[src/include/i2s_defines.svh]
//////////////////////////////
// format constants for the i2s transmitter
// included by the package and by the modules that size counters
//////////////////////////////

`ifndef I2S_DEFINES_SVH
`define I2S_DEFINES_SVH

//////////////////////////////
// audio word format
//////////////////////////////

// active bits per channel, sent msb first
`define I2S_SAMPLE_BITS 16

// bit slots per channel half-frame
// one delay slot, the active bits, then pad
`define I2S_SLOT_BITS 32

//////////////////////////////
// clock ratio
//////////////////////////////

// mclk cycles per bit clock period
`define I2S_MCLK_PER_SCLK 4

`endif

[src/verilog/i2s_pkg.sv]
//////////////////////////////
// shared types for the i2s transmitter
// imported by wildcard in every module header
//////////////////////////////

`include "i2s_defines.svh"

package i2s_pkg;

    // one signed channel sample
    typedef logic signed [`I2S_SAMPLE_BITS-1:0] sample_t;

    // bit slot index inside a half-frame
    typedef logic [$clog2(`I2S_SLOT_BITS)-1:0] slot_idx_t;

    // channel follows the lrck level, low is left
    typedef enum logic {
        CH_LEFT  = 1'b0,
        CH_RIGHT = 1'b1
    } channel_e;

    // what the current slot carries
    // slot 0 delay, slots 1..16 data, rest pad
    typedef enum logic [1:0] {
        SLOT_DELAY = 2'd0,
        SLOT_DATA  = 2'd1,
        SLOT_PAD   = 2'd2
    } slot_phase_e;

endpackage

[src/verilog/sample_latch.sv]
//////////////////////////////
// input side of the i2s transmitter
// holds one pending stereo pair and hands it over at frame start
// flags underrun and overrun as single-cycle pulses
//////////////////////////////

`timescale 1ns/1ps

module sample_latch import i2s_pkg::*; (
    input  logic    audgen_mclk,
    input  logic    reset_n,

    // incoming pair with its strobe
    input  sample_t sample_left,
    input  sample_t sample_right,
    input  logic    sample_valid,

    // from the frame timer
    input  logic    frame_start,

    // words for the frame being played
    output sample_t play_left,
    output sample_t play_right,
    output logic    underrun,
    output logic    overrun
);

    sample_t pend_left;
    sample_t pend_right;
    logic    pending;

    //////////////////////////////
    // pending pair
    //////////////////////////////

    // a new strobe always overwrites, no back-pressure
    always_ff @(posedge audgen_mclk) begin
        if (sample_valid) begin
            pend_left  <= sample_left;
            pend_right <= sample_right;
        end
    end

    // strobe on the frame_start cycle belongs to the next frame
    // so it wins over the clear
    always_ff @(posedge audgen_mclk or negedge reset_n) begin
        if (!reset_n) begin
            pending <= 1'b0;
        end else if (sample_valid) begin
            pending <= 1'b1;
        end else if (frame_start) begin
            pending <= 1'b0;
        end
    end

    //////////////////////////////
    // handover and flags
    //////////////////////////////

    always_ff @(posedge audgen_mclk or negedge reset_n) begin
        if (!reset_n) begin
            // first frame after reset plays silence
            play_left  <= '0;
            play_right <= '0;
            underrun   <= 1'b0;
            overrun    <= 1'b0;
        end else begin
            underrun <= 1'b0;
            // second strobe before the handover replaced a pair
            overrun  <= sample_valid && pending && !frame_start;
            if (frame_start) begin
                if (pending) begin
                    play_left  <= pend_left;
                    play_right <= pend_right;
                end else begin
                    // nothing arrived, send silence
                    play_left  <= '0;
                    play_right <= '0;
                    underrun   <= 1'b1;
                end
            end
        end
    end

    // the two flags come from different events and never overlap
    a_flags_exclusive: assert property (
        @(posedge audgen_mclk) disable iff (!reset_n)
        !(underrun && overrun)
    );

endmodule

[src/verilog/i2s_frame_timer.sv]
//////////////////////////////
// i2s frame timing from the master audio clock
// divides mclk into sclk, counts slots, toggles lrck
// and marks the last bit of each frame
//////////////////////////////

`timescale 1ns/1ps

`include "i2s_defines.svh"

module i2s_frame_timer import i2s_pkg::*; (
    input  logic        audgen_mclk,
    input  logic        reset_n,

    output logic        audio_sclk,
    output logic        audio_lrck,

    // one mclk cycle before every falling sclk
    output logic        bit_tick,
    output slot_idx_t   slot_idx,
    output channel_e    channel,
    output slot_phase_e slot_phase,
    output logic        frame_start
);

    typedef logic [$clog2(`I2S_MCLK_PER_SCLK)-1:0] mclk_div_t;

    mclk_div_t mclk_div;
    logic      last_slot;

    //////////////////////////////
    // bit clock
    //////////////////////////////

    // free running divider, 0..3
    always_ff @(posedge audgen_mclk or negedge reset_n) begin
        if (!reset_n) begin
            mclk_div <= '0;
        end else begin
            mclk_div <= mclk_div + 1'b1;
        end
    end

    // msb of the divider, low two cycles then high two
    assign audio_sclk = mclk_div[$bits(mclk_div)-1];

    // last mclk of the sclk period, sclk falls on the next edge
    assign bit_tick = (mclk_div == mclk_div_t'(`I2S_MCLK_PER_SCLK - 1));

    //////////////////////////////
    // slots and channel
    //////////////////////////////

    assign last_slot = (slot_idx == slot_idx_t'(`I2S_SLOT_BITS - 1));

    // slot and lrck move together with the sclk falling edge
    always_ff @(posedge audgen_mclk or negedge reset_n) begin
        if (!reset_n) begin
            slot_idx <= '0;
            channel  <= CH_LEFT;
        end else if (bit_tick) begin
            slot_idx <= slot_idx + 1'b1;
            if (last_slot) begin
                channel <= (channel == CH_LEFT) ? CH_RIGHT : CH_LEFT;
            end
        end
    end

    assign audio_lrck = channel;

    // slot classification
    always_comb begin
        if (slot_idx == '0) begin
            slot_phase = SLOT_DELAY;
        end else if (slot_idx <= slot_idx_t'(`I2S_SAMPLE_BITS)) begin
            slot_phase = SLOT_DATA;
        end else begin
            slot_phase = SLOT_PAD;
        end
    end

    // last tick of the right half, left half starts next edge
    assign frame_start = bit_tick && last_slot && (channel == CH_RIGHT);

    //////////////////////////////
    // checks
    //////////////////////////////

    // slot counter wraps into left slot 0 on the falling sclk
    a_start_to_left: assert property (
        @(posedge audgen_mclk) disable iff (!reset_n)
        frame_start |=> (channel == CH_LEFT) && (slot_idx == '0) && !audio_sclk
    );

    // lrck may only move on a falling sclk
    a_lrck_after_tick: assert property (
        @(posedge audgen_mclk) disable iff (!reset_n)
        $changed(audio_lrck) |-> $past(bit_tick) && $fell(audio_sclk)
    );

endmodule

[src/verilog/i2s_serializer.sv]
//////////////////////////////
// output side of the i2s transmitter
// loads the channel word after the delay slot
// and shifts it out msb first on each falling sclk
//////////////////////////////

`timescale 1ns/1ps

`include "i2s_defines.svh"

module i2s_serializer import i2s_pkg::*; (
    input  logic        audgen_mclk,
    input  logic        reset_n,

    // timing from the frame timer
    input  logic        bit_tick,
    input  slot_phase_e slot_phase,
    input  channel_e    channel,

    // words from the sample latch
    input  sample_t     play_left,
    input  sample_t     play_right,

    output logic        audio_dac
);

    typedef logic [$clog2(`I2S_SAMPLE_BITS)-1:0] bit_cnt_t;

    sample_t                     cur_word;
    logic [`I2S_SAMPLE_BITS-2:0] shreg;
    bit_cnt_t                    bits_left;

    // word for the half-frame in progress
    assign cur_word = (channel == CH_LEFT) ? play_left : play_right;

    //////////////////////////////
    // shift register
    //////////////////////////////

    // dac holds the bit for the slot after the tick
    // msb goes out directly, the rest waits in shreg
    always_ff @(posedge audgen_mclk) begin
        if (bit_tick) begin
            if (slot_phase == SLOT_DELAY) begin
                shreg <= cur_word[`I2S_SAMPLE_BITS-2:0];
            end else if (slot_phase == SLOT_DATA) begin
                shreg <= {shreg[`I2S_SAMPLE_BITS-3:0], 1'b0};
            end
        end
    end

    always_ff @(posedge audgen_mclk or negedge reset_n) begin
        if (!reset_n) begin
            audio_dac <= 1'b0;
            bits_left <= '0;
        end else if (bit_tick) begin
            case (slot_phase)
                SLOT_DELAY: begin
                    // end of delay slot, start the word
                    audio_dac <= cur_word[`I2S_SAMPLE_BITS-1];
                    bits_left <= bit_cnt_t'(`I2S_SAMPLE_BITS - 1);
                end
                SLOT_DATA: begin
                    if (bits_left != '0) begin
                        audio_dac <= shreg[`I2S_SAMPLE_BITS-2];
                        bits_left <= bits_left - 1'b1;
                    end else begin
                        // lsb was the last data slot, pad follows
                        audio_dac <= 1'b0;
                    end
                end
                default: begin
                    // pad slots, and the delay slot that follows them
                    audio_dac <= 1'b0;
                end
            endcase
        end
    end

    //////////////////////////////
    // checks
    //////////////////////////////

    // registered dac has to line up with the decoded phase
    a_dac_quiet: assert property (
        @(posedge audgen_mclk) disable iff (!reset_n)
        (slot_phase != SLOT_DATA) |-> !audio_dac
    );

endmodule

[src/verilog/i2s_tx_top.sv]
//////////////////////////////
// i2s audio transmitter, top level
// stereo pairs in with a strobe, i2s stream out on mclk
//////////////////////////////

`timescale 1ns/1ps

module i2s_tx_top import i2s_pkg::*; (
    input  logic    audgen_mclk,
    input  logic    reset_n,

    input  sample_t sample_left,
    input  sample_t sample_right,
    input  logic    sample_valid,

    output logic    audio_sclk,
    output logic    audio_lrck,
    output logic    audio_dac,
    output logic    underrun,
    output logic    overrun
);

    logic        bit_tick;
    slot_idx_t   slot_idx;
    channel_e    channel;
    slot_phase_e slot_phase;
    logic        frame_start;
    sample_t     play_left;
    sample_t     play_right;

    // frame timing
    i2s_frame_timer i2s_frame_timer_inst (
        .audgen_mclk (audgen_mclk),
        .reset_n     (reset_n),
        .audio_sclk  (audio_sclk),
        .audio_lrck  (audio_lrck),
        .bit_tick    (bit_tick),
        .slot_idx    (slot_idx),
        .channel     (channel),
        .slot_phase  (slot_phase),
        .frame_start (frame_start)
    );

    // pending pair and handover
    sample_latch sample_latch_inst (
        .audgen_mclk  (audgen_mclk),
        .reset_n      (reset_n),
        .sample_left  (sample_left),
        .sample_right (sample_right),
        .sample_valid (sample_valid),
        .frame_start  (frame_start),
        .play_left    (play_left),
        .play_right   (play_right),
        .underrun     (underrun),
        .overrun      (overrun)
    );

    // dac shifter
    i2s_serializer i2s_serializer_inst (
        .audgen_mclk (audgen_mclk),
        .reset_n     (reset_n),
        .bit_tick    (bit_tick),
        .slot_phase  (slot_phase),
        .channel     (channel),
        .play_left   (play_left),
        .play_right  (play_right),
        .audio_dac   (audio_dac)
    );

    // handover lands in left slot 0, well before the word is loaded
    a_underrun_at_left_start: assert property (
        @(posedge audgen_mclk) disable iff (!reset_n)
        underrun |-> (channel == CH_LEFT) && (slot_idx == '0)
    );

endmodule

[config.mk]
export PLATFORM = sky130hd
export DESIGN_NAME = i2s_tx_top
export DESIGN_NICKNAME = d
export VERILOG_FILES = /design/src/verilog/i2s_pkg.sv /design/src/verilog/sample_latch.sv /design/src/verilog/i2s_frame_timer.sv /design/src/verilog/i2s_serializer.sv /design/src/verilog/i2s_tx_top.sv
export VERILOG_INCLUDE_DIRS = /design/src /design/src/include
export SDC_FILE = /design/constraint.sdc
export NUM_CORES = 1
export LEC_CHECK = 0
export BUFFER_PORTS_ARGS = -buffer_cell sky130_fd_sc_hd__clkbuf_2
export CELL_PAD_IN_SITES_DETAIL_PLACEMENT = 0
export CELL_PAD_IN_SITES_GLOBAL_PLACEMENT = 1
export CORE_AREA = 2 2 90 92
export CTS_CLUSTER_DIAMETER = 120
export DETAILED_ROUTE_END_ITERATION = 12
export DIE_AREA = 0 0 92 94
export PLACE_DENSITY_LB_ADDON = 0.1
export SLEW_MARGIN = 20
export SYNTH_ARGS = -nofsm -noshare
export SYNTH_HDL_FRONTEND = slang
export SYNTH_SLANG_ARGS = --single-unit
[constraint.sdc]
create_clock -name audgen_mclk -period 6.35 [get_ports audgen_mclk]
set_clock_uncertainty 0.15 [all_clocks]
set_input_delay 1.27 -clock audgen_mclk [delete_from_list [all_inputs] [get_ports audgen_mclk]]
set_output_delay 1.27 -clock audgen_mclk [all_outputs]
set_load 0.01 [all_outputs]
==> impl_metrics.csv, run 1 <==
group,metric,value,unit
outcome,status,"finished clean",
setup_path,crit_chain,"buf_4 > clkbuf_2",
floorplan,fp.dieW,92,um
layout,final_cells,448,
clocking,clockBufferDepth,2,
job,maxCapViolCount,0,
synth,synth_edf_count,47,
synth,synth_area,3730,sq um
grt,grt_pass1_wl,10400,um
power_and_ir_drop,combPwrFrac,2.4,%
layout,regArea,2610,sq um
setup_path,worstPathRequired,4930,ps
floorplan,core,7610,sq um
grt,overflow,0,
place,portBuffers,39,
power_and_ir_drop,swShare,20.1,%
grt,grt_pass1_vias,2099,
floorplan,num_io_pins,40,
clocking,htree_num_levels,3,
setup_path,cp-end-kind,"primary output",
setup_path,slowest_delay,340,ps
synth,post_synth.cell_area_avg,12.2,sq um
timing,whs,286,ps
power_and_ir_drop,seq_power_share,59.5,%
layout,final_cell_area,4230,sq um
drt,via_per_inst,4.83,
floorplan,chipHeight,94,um
synth,synth-adder-area-share,2.35,%
timing,fin_crit_sh,41.6,%
timing,final-max-slew-violation-count,0,
power_and_ir_drop,ir_drop,143,uV
setup_path,cp_max_fo,19,
synth,synth.distinct_cells,31,
setup_path,critPathTopFamily,"buffers and inverters",
clocking,clock_sinks,95,
layout,multiInputGateArea,1020,sq um
synth,yosysSeqAreaShare,70.0,%
drt,drt-initial-drc-count,97,
drt,wl_per_cell,13.0,um
timing,finalSetupTns,0,ps
clocking,cts_tree,"yes",
synth,syn_nets,347,
synth,synth_common_cells,"nand2_1, dfrtp_1, edfxtp_1",
power_and_ir_drop,power_leakage,0.00183,uW
synth,yosysMostFrequentCell,"nand2_1",
synth,synthFlopType,"dfrtp_1",
synth,muxShareOfSynthArea,4.63,%
place,dp.cells,432,
timing,max_clock_freq,0.378,GHz
drt,dr.pass1.iters,4,
grt,antenna_found_initial,0,
power_and_ir_drop,power.switching,226,uW
clocking,clk_latency,350,ps
layout,final_layout_size_suffix_gt1_share,18.5,%
clocking,post_cts_buffers,0,
synth,yosysTopAreaCellShare,37.8,%
setup_path,critical_path_class,"reg -> out",
min_path,hold_path_class,"reg -> reg",
layout,n_fill_cell,685,
setup_path,crit_buf_inv,2,
synth,synth-xor-area-share,0.939,%
setup_path,cp_slowest_cell,"buf_4",
synth,synth_async_sr_flop_share,50.5,%
clocking,clockRootBuffer,"clkbuf_8",
timing,setup_viol,0,
place,gp_congestion,0.692,
synth,yosys_warnings,0,
place,dpl-instance-area,4010,sq um
timing,finalHoldViolCount,0,
synth,synth_compound_area_share,8.45,%
timing,period_needed,2640,ps
synth,synth_cells,305,
floorplan,rows,32,
grt,grt_max_degree,68,
synth,synth_area_leaders,"edfxtp_1, dfrtp_1, nand2_1, o21ai_0, mux2i_1",
drt,num_vias,2164,
synth,yosys.area_share.simple,10.7,%
setup_path,start_kind,"flip-flop",
timing,rsz0062_at_grt,"false",
power_and_ir_drop,p_int,897,uW
drt,ant_nets,0,
timing,tightest_slew,969,ps
layout,area_delta_synth_final,13.4,%
synth,ys_ff_latch,95,
clocking,ctsHoldBuffers,0,
floorplan,initial_core_util,49.1,%
clocking,clk_pin_slew,90,ps
power_and_ir_drop,p_total,1120,uW
layout,final_nets,383,
power_and_ir_drop,p_per_area,265,nW/um^2
drt,drc,0,
synth,yosys.area.top_type,"edfxtp_1",
timing,maxSlewHeadroom,35.4,%
clocking,cts_buffers,9,
floorplan,fp.dieArea,8650,sq um
layout,diodes,0,
place,dp_hpwl,3710,um
clocking,post_cts_resized,0,
power_and_ir_drop,clkPwrFrac,38.1,%
grt,grt_usage,15.8,%
setup_path,worstPathArrival,1220,ps
drt,routed_wl,5830,um
synth,synth_top_family_by_area,"simple AND/OR/NAND/NOR gates",
[final cells by class]
class / instances / share of cell area, %
Inverter: 9 / 0.798
Tap cell: 102 / 3.01
Clock buffer: 9 / 2.93
Sequential cell: 95 / 61.7
Clock inverter: 7 / 2.28
Multi-Input combinational cell: 184 / 24.1
Timing Repair Buffer: 42 / 5.14
[worst reg2reg max path, delay by kind of cell, from the launching register on]
family                     cells  cell delay [ps]
DFF                            1              420
and+or+nand+nor                1               60
AOI/OAI and AO/OA              3              770
buffers and inverters          2              150
adders and majority gates      2              910
[cells by family after synthesis]
group,after synthesis
DFF,95
AOI/OAI and AO/OA,57
and+or+nand+nor,99
buffers and inverters,26
adders and majority gates,7
xor gates and xnor gates,4
muxes,17
[flip-flops by register name, indices dropped and copies added (netlist names)]
name,flops
sample_latch_inst.overrun,1
i2s_frame_timer_inst.audio_lrck,1
sample_latch_inst.play_left,16
sample_latch_inst.pend_left,16
sample_latch_inst.pend_right,16
sample_latch_inst.underrun,1
i2s_frame_timer_inst.slot_idx,5
i2s_serializer_inst.shreg,15
i2s_serializer_inst.bits_left,4
i2s_frame_timer_inst.mclk_div,2
i2s_serializer_inst.audio_dac,1
sample_latch_inst.play_right,16
sample_latch_inst.pending,1
[per-layer routing]
layer | up-vias | GRT usage (%) | part of all wire (%)
met5 | - | 0 | 0
met2 | 48 | 21.3 | 41
met4 | 0 | 7.46 | 2.2
li1 | 1118 | - | -
met3 | 12 | 3.13 | 3.5
met1 | 986 | 24.6 | 53
[power groups by stage]
stage | clock network [uW] | registers (uW) | logic, uW
after global placement | 0 | 681 | 27.8
after global routing | 465 | 670 | 32.4
after CTS | 438 | 668 | 28.0
after floorplan | 0 | 680 | 5.78
after detailed placement | 0 | 681 | 28.1
final | 428 | 668 | 27.0
[layout by cell type, fill, tap and decap left out, drive strengths merged, types with 2 or more instances in the layout]
| cell type | instances |
|---|---|
| nor2 | 18 |
| clkbuf | 48 |
| and3 | 2 |
| inv | 10 |
| nand2 | 70 |
| dfrtp | 48 |
| clkinvlp | 2 |
| a21oi | 14 |
| ha | 7 |
| xnor2 | 3 |
| o21ai | 35 |
| bufinv | 2 |
| mux2 | 2 |
| buf | 3 |
| nand4 | 3 |
| nand3 | 2 |
| mux2i | 15 |
| edfxtp | 47 |
| clkinv | 2 |
[stage by stage]
stage,worst slack [ps],utilization [%]
6_report,3710,55.7
5_1_grt,3460,55.7
4_1_cts,3700,55.5
3_5_place_dp,3740,52.6
3_3_place_gp,3760,52.6
2_1_floorplan,4300,-
[path summary, 6_finish.rpt]
| check | endpoint | slack, ps | cells after the start | startpoint |
|---|---|---|---|---|
| max | audio_lrck | 3710 | 2 | i2s_frame_timer_inst.audio_lrck$_DFFE_PN0N_ |
| min | i2s_frame_timer_inst.mclk_div[0]$_DFF_PN0_ | 290 | 1 | i2s_frame_timer_inst.mclk_div[0]$_DFF_PN0_ |
| max reg2reg | i2s_serializer_inst.bits_left[3]$_DFFE_PN0P_ | 3840 | 8 | i2s_frame_timer_inst.slot_idx[1]$_DFFE_PN0N_ |
| min reg2reg | i2s_frame_timer_inst.mclk_div[0]$_DFF_PN0_ | 290 | 1 | i2s_frame_timer_inst.mclk_div[0]$_DFF_PN0_ |
| max in group asynchronous | sample_latch_inst.pending$_DFFE_PN0P_ | 4730 | 2 | reset_n |
| min in group asynchronous | sample_latch_inst.play_left[11]$_DFFE_PN0P_ | 840 | 2 | reset_n |
No activity file was read; power rests on OpenSTA's default activity.
==> run 2, diff against run 1 <==
--- a/config.mk
+++ b/config.mk
@@ -6,13 +6,14 @@
 export SDC_FILE = /design/constraint.sdc
 export NUM_CORES = 1
 export LEC_CHECK = 0
+export ABC_AREA = 1
 export BUFFER_PORTS_ARGS = -buffer_cell sky130_fd_sc_hd__clkbuf_2
 export CELL_PAD_IN_SITES_DETAIL_PLACEMENT = 0
 export CELL_PAD_IN_SITES_GLOBAL_PLACEMENT = 1
-export CORE_AREA = 2 2 90 92
+export CORE_AREA = 2 2 95 97
 export CTS_CLUSTER_DIAMETER = 120
 export DETAILED_ROUTE_END_ITERATION = 12
-export DIE_AREA = 0 0 92 94
+export DIE_AREA = 0 0 97 99
 export PLACE_DENSITY_LB_ADDON = 0.1
 export SLEW_MARGIN = 20
 export SYNTH_ARGS = -nofsm -noshare
==> constraint.sdc (replaced) <==
create_clock -name audgen_mclk -period 2.68 [get_ports audgen_mclk]
set_clock_uncertainty 0.15 [all_clocks]
set_input_delay 0.536 -clock audgen_mclk [delete_from_list [all_inputs] [get_ports audgen_mclk]]
set_output_delay 0.536 -clock audgen_mclk [all_outputs]
set_load 0.01 [all_outputs]
==> run 2 against run 1 <==
Effect of this change: final cell count up 11%; sequential power rose by 140%; synthesized cell count rose by 13%; critical path depth increased by 8; hold slack got worse by 260 ps; critical path type is now reg -> reg; cell area is 1.4% higher; global-route usage down 0.38 points; utilization decreased by 5.5 points.
==> impl_metrics.csv, run 2 <==
group,metric,value,unit
synth,synth_common_cells,"nand2_1, dfrtp_1, edfxtp_1",
drt,dr.pass1.iters,4,
grt,grt_pass1_vias,2423,
synth,synth_area_leaders,"edfxtp_1, dfrtp_1, nand2_1, nand3_1, o21ai_0",
setup_path,critical_path_class,"reg -> reg",
timing,final-max-slew-violation-count,0,
setup_path,cp_slowest_cell,"dfrtp_1",
floorplan,core,8550,sq um
synth,synth_area,3810,sq um
layout,final_cell_mix,"nand2_1, dfrtp_1, edfxtp_1",
clocking,cts_buffers,9,
synth,synth_edf_count,47,
drt,wl_per_cell,14.2,um
outcome,status,"finished clean",
synth,synth_async_sr_flop_share,50.5,%
clocking,htree_num_levels,3,
setup_path,worstPathRequired,2760,ps
power_and_ir_drop,ir_drop,354,uV
drt,drc,0,
min_path,hold_path_class,"in -> async",
grt,grt_usage,15.5,%
clocking,post_cts_resized,0,
clocking,post_cts_buffers,0,
clocking,clk_latency,350,ps
drt,routed_wl,7110,um
synth,synth.distinct_cells,19,
clocking,ctsHoldBuffers,0,
setup_path,cpMostUsedCell,"inv_1",
timing,fin_crit_sh,75.2,%
synth,synth_cells,344,
setup_path,worstPathArrival,2090,ps
synth,post_synth.cell_area_avg,11.1,sq um
place,portBuffers,39,
floorplan,fp.dieW,97,um
timing,finalHoldViolCount,0,
layout,diodes,0,
synth,yosysTopAreaCellShare,37.0,%
synth,yosys_warnings,0,
clocking,cts_tree,"yes",
setup_path,slowest_delay,410,ps
floorplan,num_io_pins,40,
synth,ys_ff_latch,95,
clocking,clockRootBuffer,"clkbuf_8",
setup_path,cp_max_fo,6,
layout,area_delta_synth_final,12.6,%
job,maxCapViolCount,0,
setup_path,crit_chain,"inv_1 > ha_1 > nand3_1 > inv_1 > ha_1 > inv_1 > nand2_1 > nand3_1 > nand2_1 > o21ai_0",
timing,rsz0062_at_grt,"false",
floorplan,initial_core_util,44.6,%
timing,period_needed,2020,ps
floorplan,chipHeight,99,um
drt,ant_nets,0,
timing,finalSetupTns,0,ps
setup_path,critPathTopFamily,"adder cells",
setup_path,crit_buf_inv,3,
power_and_ir_drop,power_leakage,0.00206,uW
clocking,clockBufferDepth,2,
power_and_ir_drop,p_per_area,600,nW/um^2
floorplan,rows,34,
setup_path,start_kind,"flip-flop",
drt,num_vias,2453,
layout,final_core_util,50.2,%
timing,maxSlewHeadroom,44.4,%
place,dp_hpwl,4410,um
drt,drt-initial-drc-count,125,
timing,max_clock_freq,0.496,GHz
clocking,clk_pin_slew,90,ps
synth,synthFlopType,"dfrtp_1",
grt,antenna_found_initial,0,
layout,final_layout_size_suffix_gt1_share,16.4,%
place,gp_congestion,0.730,
setup_path,cp-end-kind,"flip-flop",
power_and_ir_drop,p_total,2570,uW
grt,grt_max_degree,36,
timing,setup_viol,0,
synth,yosysSeqAreaShare,68.6,%
timing,setup_slack,664,ps
grt,overflow,0,
synth,syn_nets,386,
layout,final_nets,428,
grt,grt_pass1_wl,11700,um
synth,yosysMostFrequentCell,"nand2_1",
layout,layout_commonest_cell,"nand2_1",
place,dp_slack,707,ps
timing,whs,28.7,ps
synth,yosys.area.top_type,"edfxtp_1",
drt,via_per_inst,4.92,
timing,tightest_slew,834,ps
clocking,clock_sinks,95,
floorplan,fp.dieArea,9600,sq um
-- run 2: stage by stage --
step,instances,instance area (sq um)
after detailed placement,483,4090
after floorplan,344,3810
after global routing,499,4290
final,499,4290
after global placement,483,4090
after CTS,499,4290
-- run 2: cells by family after synthesis --
family                   Yosys count  synth area share (%)
flip-flops                        95                  68.6
adder cells (fa/ha/maj)            7                  2.30
AND/OR/NAND/NOR                  165                  18.0
AO/OA/AOI/OAI                     39                  5.25
buffers and inverters             35                  5.16
XOR/XNOR                           3                 0.690
-- run 2: where the power goes --
group / total (uW) / internal [uW] / switching [uW]
clock: 939 / 456 / 483
combinational: 51.4 / 20.8 / 30.5
sequential: 1580 / 1570 / 11.3
total: 2570 / 2050 / 525
-- run 2: path summary, 6_finish.rpt --
check,from,end,slack [ps],cells after the start
max reg2reg,i2s_frame_timer_inst.slot_idx[0]$_DFFE_PN0N_,i2s_serializer_inst.bits_left[2]$_DFFE_PN0P_,660,10
max,i2s_frame_timer_inst.slot_idx[0]$_DFFE_PN0N_,i2s_serializer_inst.bits_left[2]$_DFFE_PN0P_,660,10
min reg2reg,i2s_frame_timer_inst.mclk_div[0]$_DFF_PN0_,i2s_frame_timer_inst.mclk_div[0]$_DFF_PN0_,290,1
max in group asynchronous,reset_n,sample_latch_inst.pending$_DFFE_PN0P_,1780,2
min in group audgen_mclk,sample_right[8],sample_latch_inst.pend_right[8]$_DFFE_PP_,210,1
min,reset_n,i2s_frame_timer_inst.slot_idx[1]$_DFFE_PN0N_,30,1
-- run 2: area by class of cell --
class                           instances  area [sq um]
Fill cell                             772          4260
Tap cell                              108           135
Inverter                               19          76.3
Multi-Input combinational cell        214          1000
Sequential cell                        95          2610
Clock buffer                           11           141
Timing Repair Buffer                   47           268
Clock inverter                          5          57.6
-- run 2: layer usage --
layer  wire, um  share of wire (%)  up-vias  GRT usage [%]
met5          0                  0        -              0
li1           -                  -     1225              -
met1       3280                 46     1174           19.7
met3        288                4.1       10           4.40
met2       3450                 48       44           25.5
met4         93                1.3        0           5.31
==> run 3, diff against run 2 <==
--- a/config.mk
+++ b/config.mk
@@ -10,10 +10,10 @@
 export BUFFER_PORTS_ARGS = -buffer_cell sky130_fd_sc_hd__clkbuf_2
 export CELL_PAD_IN_SITES_DETAIL_PLACEMENT = 0
 export CELL_PAD_IN_SITES_GLOBAL_PLACEMENT = 1
-export CORE_AREA = 2 2 95 97
+export CORE_AREA = 2 2 99 101
 export CTS_CLUSTER_DIAMETER = 120
 export DETAILED_ROUTE_END_ITERATION = 12
-export DIE_AREA = 0 0 97 99
+export DIE_AREA = 0 0 101 103
 export PLACE_DENSITY_LB_ADDON = 0.1
 export SLEW_MARGIN = 20
 export SYNTH_ARGS = -nofsm -noshare
==> constraint.sdc (replaced) <==
create_clock -name audgen_mclk -period 1.7 [get_ports audgen_mclk]
set_clock_uncertainty 0.15 [all_clocks]
set_input_delay 0.34 -clock audgen_mclk [delete_from_list [all_inputs] [get_ports audgen_mclk]]
set_output_delay 0.34 -clock audgen_mclk [all_outputs]
set_load 0.01 [all_outputs]
==> run 3 against run 2 <==
Effect of this change: the flow now finishes with violations (setup timing); register-to-register slack worse by 780 ps; hold slack worse by 17 ps; critical path depth is 1 lower; highest routed layer unchanged; clock-buffer cell count stayed put; non-clock buffer count is 39 higher; utilization is 1.9 points higher; routed wire length is 5.6% higher; sequential power is 58% higher; global-route usage is 0.32 points lower; largest power group unchanged; critical endpoint is now sample_latch_inst.pending$_DFFE_PN0P_; flip-flop and latch count stayed put; via count is 6.1% higher; clock power is 43% higher.
==> impl_metrics.csv, run 3 (synthesized netlist as in run 2, its figures left out) <==
group,metric,value,unit
grt,overflow,0,
grt,grt_pass1_wl,11800,um
setup_path,start_kind,"flip-flop",
job,maxCapViolCount,0,
timing,fin_crit_sh,107,%
clocking,cts_buffers,9,
timing,setup_slack,-112,ps
layout,multiInputGateArea,1150,sq um
timing,rsz0062_at_grt,"true",
drt,drc,0,
drt,via_per_inst,4.78,
layout,area_delta_synth_final,29.3,%
drt,num_vias,2603,
drt,routed_wl,7510,um
layout,final_layout_size_suffix_gt1_share,24.4,%
clocking,cts_tree,"yes",
place,portBuffers,39,
clocking,htree_num_levels,3,
outcome,status,"finished with violations",
timing,maxSlewHeadroom,74.8,%
grt,antenna_found_initial,0,
clocking,clockRootBuffer,"clkbuf_8",
min_path,hold_path_class,"in -> reg",
floorplan,core,9460,sq um
floorplan,rows,36,
layout,n_fill_cell,867,
setup_path,cp_max_fo,15,
floorplan,num_io_pins,40,
timing,max_clock_freq,0.552,GHz
clocking,clockBufferDepth,2,
clocking,clock_sinks,95,
setup_path,cp-end-kind,"flip-flop",
floorplan,fp.dieW,101,um
timing,period_needed,1810,ps
min_path,hold_path_depth,1,
grt,grt_max_degree,49,
clocking,clk_latency,350,ps
layout,diodes,0,
setup_path,reg2reg_setup_slack,-110,ps
grt,grt_usage,15.1,%
place,gp_congestion,0.762,
timing,final-max-slew-violation-count,0,
power_and_ir_drop,p_total,3970,uW
setup_path,reg2reg_depth,9,
layout,final_cell_mix,"nand2_1, dfrtp_1, edfxtp_1",
power_and_ir_drop,power_leakage,0.00229,uW
drt,ant_nets,0,
min_path,min_to,"sample_latch_inst.pend_left[12]$_DFFE_PP_",
setup_path,r2r-start,"i2s_frame_timer_inst.slot_idx[0]$_DFFE_PN0N_",
floorplan,initial_core_util,40.3,%
floorplan,chipHeight,103,um
layout,final_core_util,52.1,%
setup_path,worstPathRequired,1800,ps
grt,grt_pass1_vias,2499,
outcome,violations,"setup timing",
floorplan,fp.dieArea,10400,sq um
timing,setup_viol,54,
setup_path,critical_path_class,"reg -> reg",
timing,tightest_slew,378,ps
place,dpl-instance-area,4270,sq um
power_and_ir_drop,ir_drop,519,uV
clocking,clk_pin_slew,90,ps
layout,regArea,2610,sq um
min_path,hp-start,"sample_left[12]",
power_and_ir_drop,p_per_area,807,nW/um^2
drt,dr.pass1.iters,4,
drt,wl_per_cell,13.8,um
drt,drt-initial-drc-count,79,
place,dp_hpwl,4620,um
setup_path,r2r-end,"sample_latch_inst.pending$_DFFE_PN0P_",
layout,final_cell_area,4920,sq um
layout,layout_commonest_cell,"nand2_1",
setup_path,worstPathArrival,1910,ps
layout,final_nets,467,
timing,finalHoldViolCount,0,
==> run 3: changes by cell type in the layout (fill, tap and decap cells not counted), moves of 5 or more <==
| cell | previous run | this run |
|---|---|---|
| buf_12 | 1 | 9 |
| dlygate4sd3_1 | 0 | 27 |
| ha_1 | 7 | 1 |
| nand2_1 | 102 | 89 |
| nand2_2 | 0 | 11 |
| nor2_1 | 22 | 17 |
| o21ai_0 | 35 | 20 |
| o21ai_1 | 0 | 15 |
==> run 3: where the power goes <==
group          internal, uW  switching [uW]  leakage [uW]  total, uW
clock network           571             772     0.0000850       1340
registers              2480            15.6       0.00112       2490
logic                  78.1            57.8       0.00109        136
total                  3130             845       0.00229       3970
==> run 3: worst max path at each step <==
stage,endpoint,slack (ps),startpoint
2_1_floorplan,i2s_serializer_inst.bits_left[2]$_DFFE_PN0P_,6,i2s_frame_timer_inst.slot_idx[0]$_DFFE_PN0N_
6_report,sample_latch_inst.pending$_DFFE_PN0P_,-110,i2s_frame_timer_inst.slot_idx[0]$_DFFE_PN0N_
5_1_grt,sample_latch_inst.play_right[4]$_DFFE_PN0P_,-200,i2s_frame_timer_inst.slot_idx[0]$_DFFE_PN0N_
3_5_place_dp,sample_latch_inst.pending$_DFFE_PN0P_,-80,i2s_frame_timer_inst.slot_idx[0]$_DFFE_PN0N_
3_3_place_gp,sample_latch_inst.play_right[6]$_DFFE_PN0P_,-50,i2s_frame_timer_inst.slot_idx[0]$_DFFE_PN0N_
4_1_cts,sample_latch_inst.pending$_DFFE_PN0P_,-50,i2s_frame_timer_inst.slot_idx[0]$_DFFE_PN0N_
==> run 3: what timing repair did <==
| item | CTS | global route |
|---|---|---|
| setup endpoints to repair | 66 | 71 |
| endpoints found under the hold margin | 61 | 13 |
| hold buffers | 14 | 13 |
| setup buffers | 1 | 2 |
| gates cloned | 0 | 2 |
| resized for setup | 16 | 37 |
| pin swaps | 1 | 10 |
==> run 3: layer usage <==
| layer | routed length [um] | GRT usage (%) |
|---|---|---|
| met1 | 3440 | 18.9 |
| met2 | 3790 | 26.2 |
| met3 | 159 | 2.64 |
| met4 | 115 | 6.44 |
| met5 | 0 | 0 |
==> run 3: per-stage QoR <==
step	std cells	TNS, ps	hold WS (ps)	worst slack (ps)
final	544	-2680	11.4	-112
after global routing	544	-8700	0.652	-202
after CTS	527	-765	0.266	-46.7
after detailed placement	496	-2140	204	-75.9
after global placement	496	-427	204	-48.2
after floorplan	344	0	-106	6.34
==> run 3: area by class of cell <==
| cell class | count | area share, % |
|---|---|---|
| Sequential cell | 95 | 53.0 |
| Multi-Input combinational cell | 214 | 23.3 |
| Timing Repair Buffer | 86 | 15.7 |
| Tap cell | 114 | 2.90 |
| Clock buffer | 11 | 2.87 |
| Inverter | 19 | 1.55 |
| Clock inverter | 5 | 0.661 |
==> run 3: critical path, stage by stage, from the launching register on <==
cell and delay (ps):
dfrtp_1 390, ha_2 220, nand2_2 70, nor2_2 90
ha_2 210, nand2_4 70, nor2_8 140, inv_4 60
buf_12 150, a21o_1 150
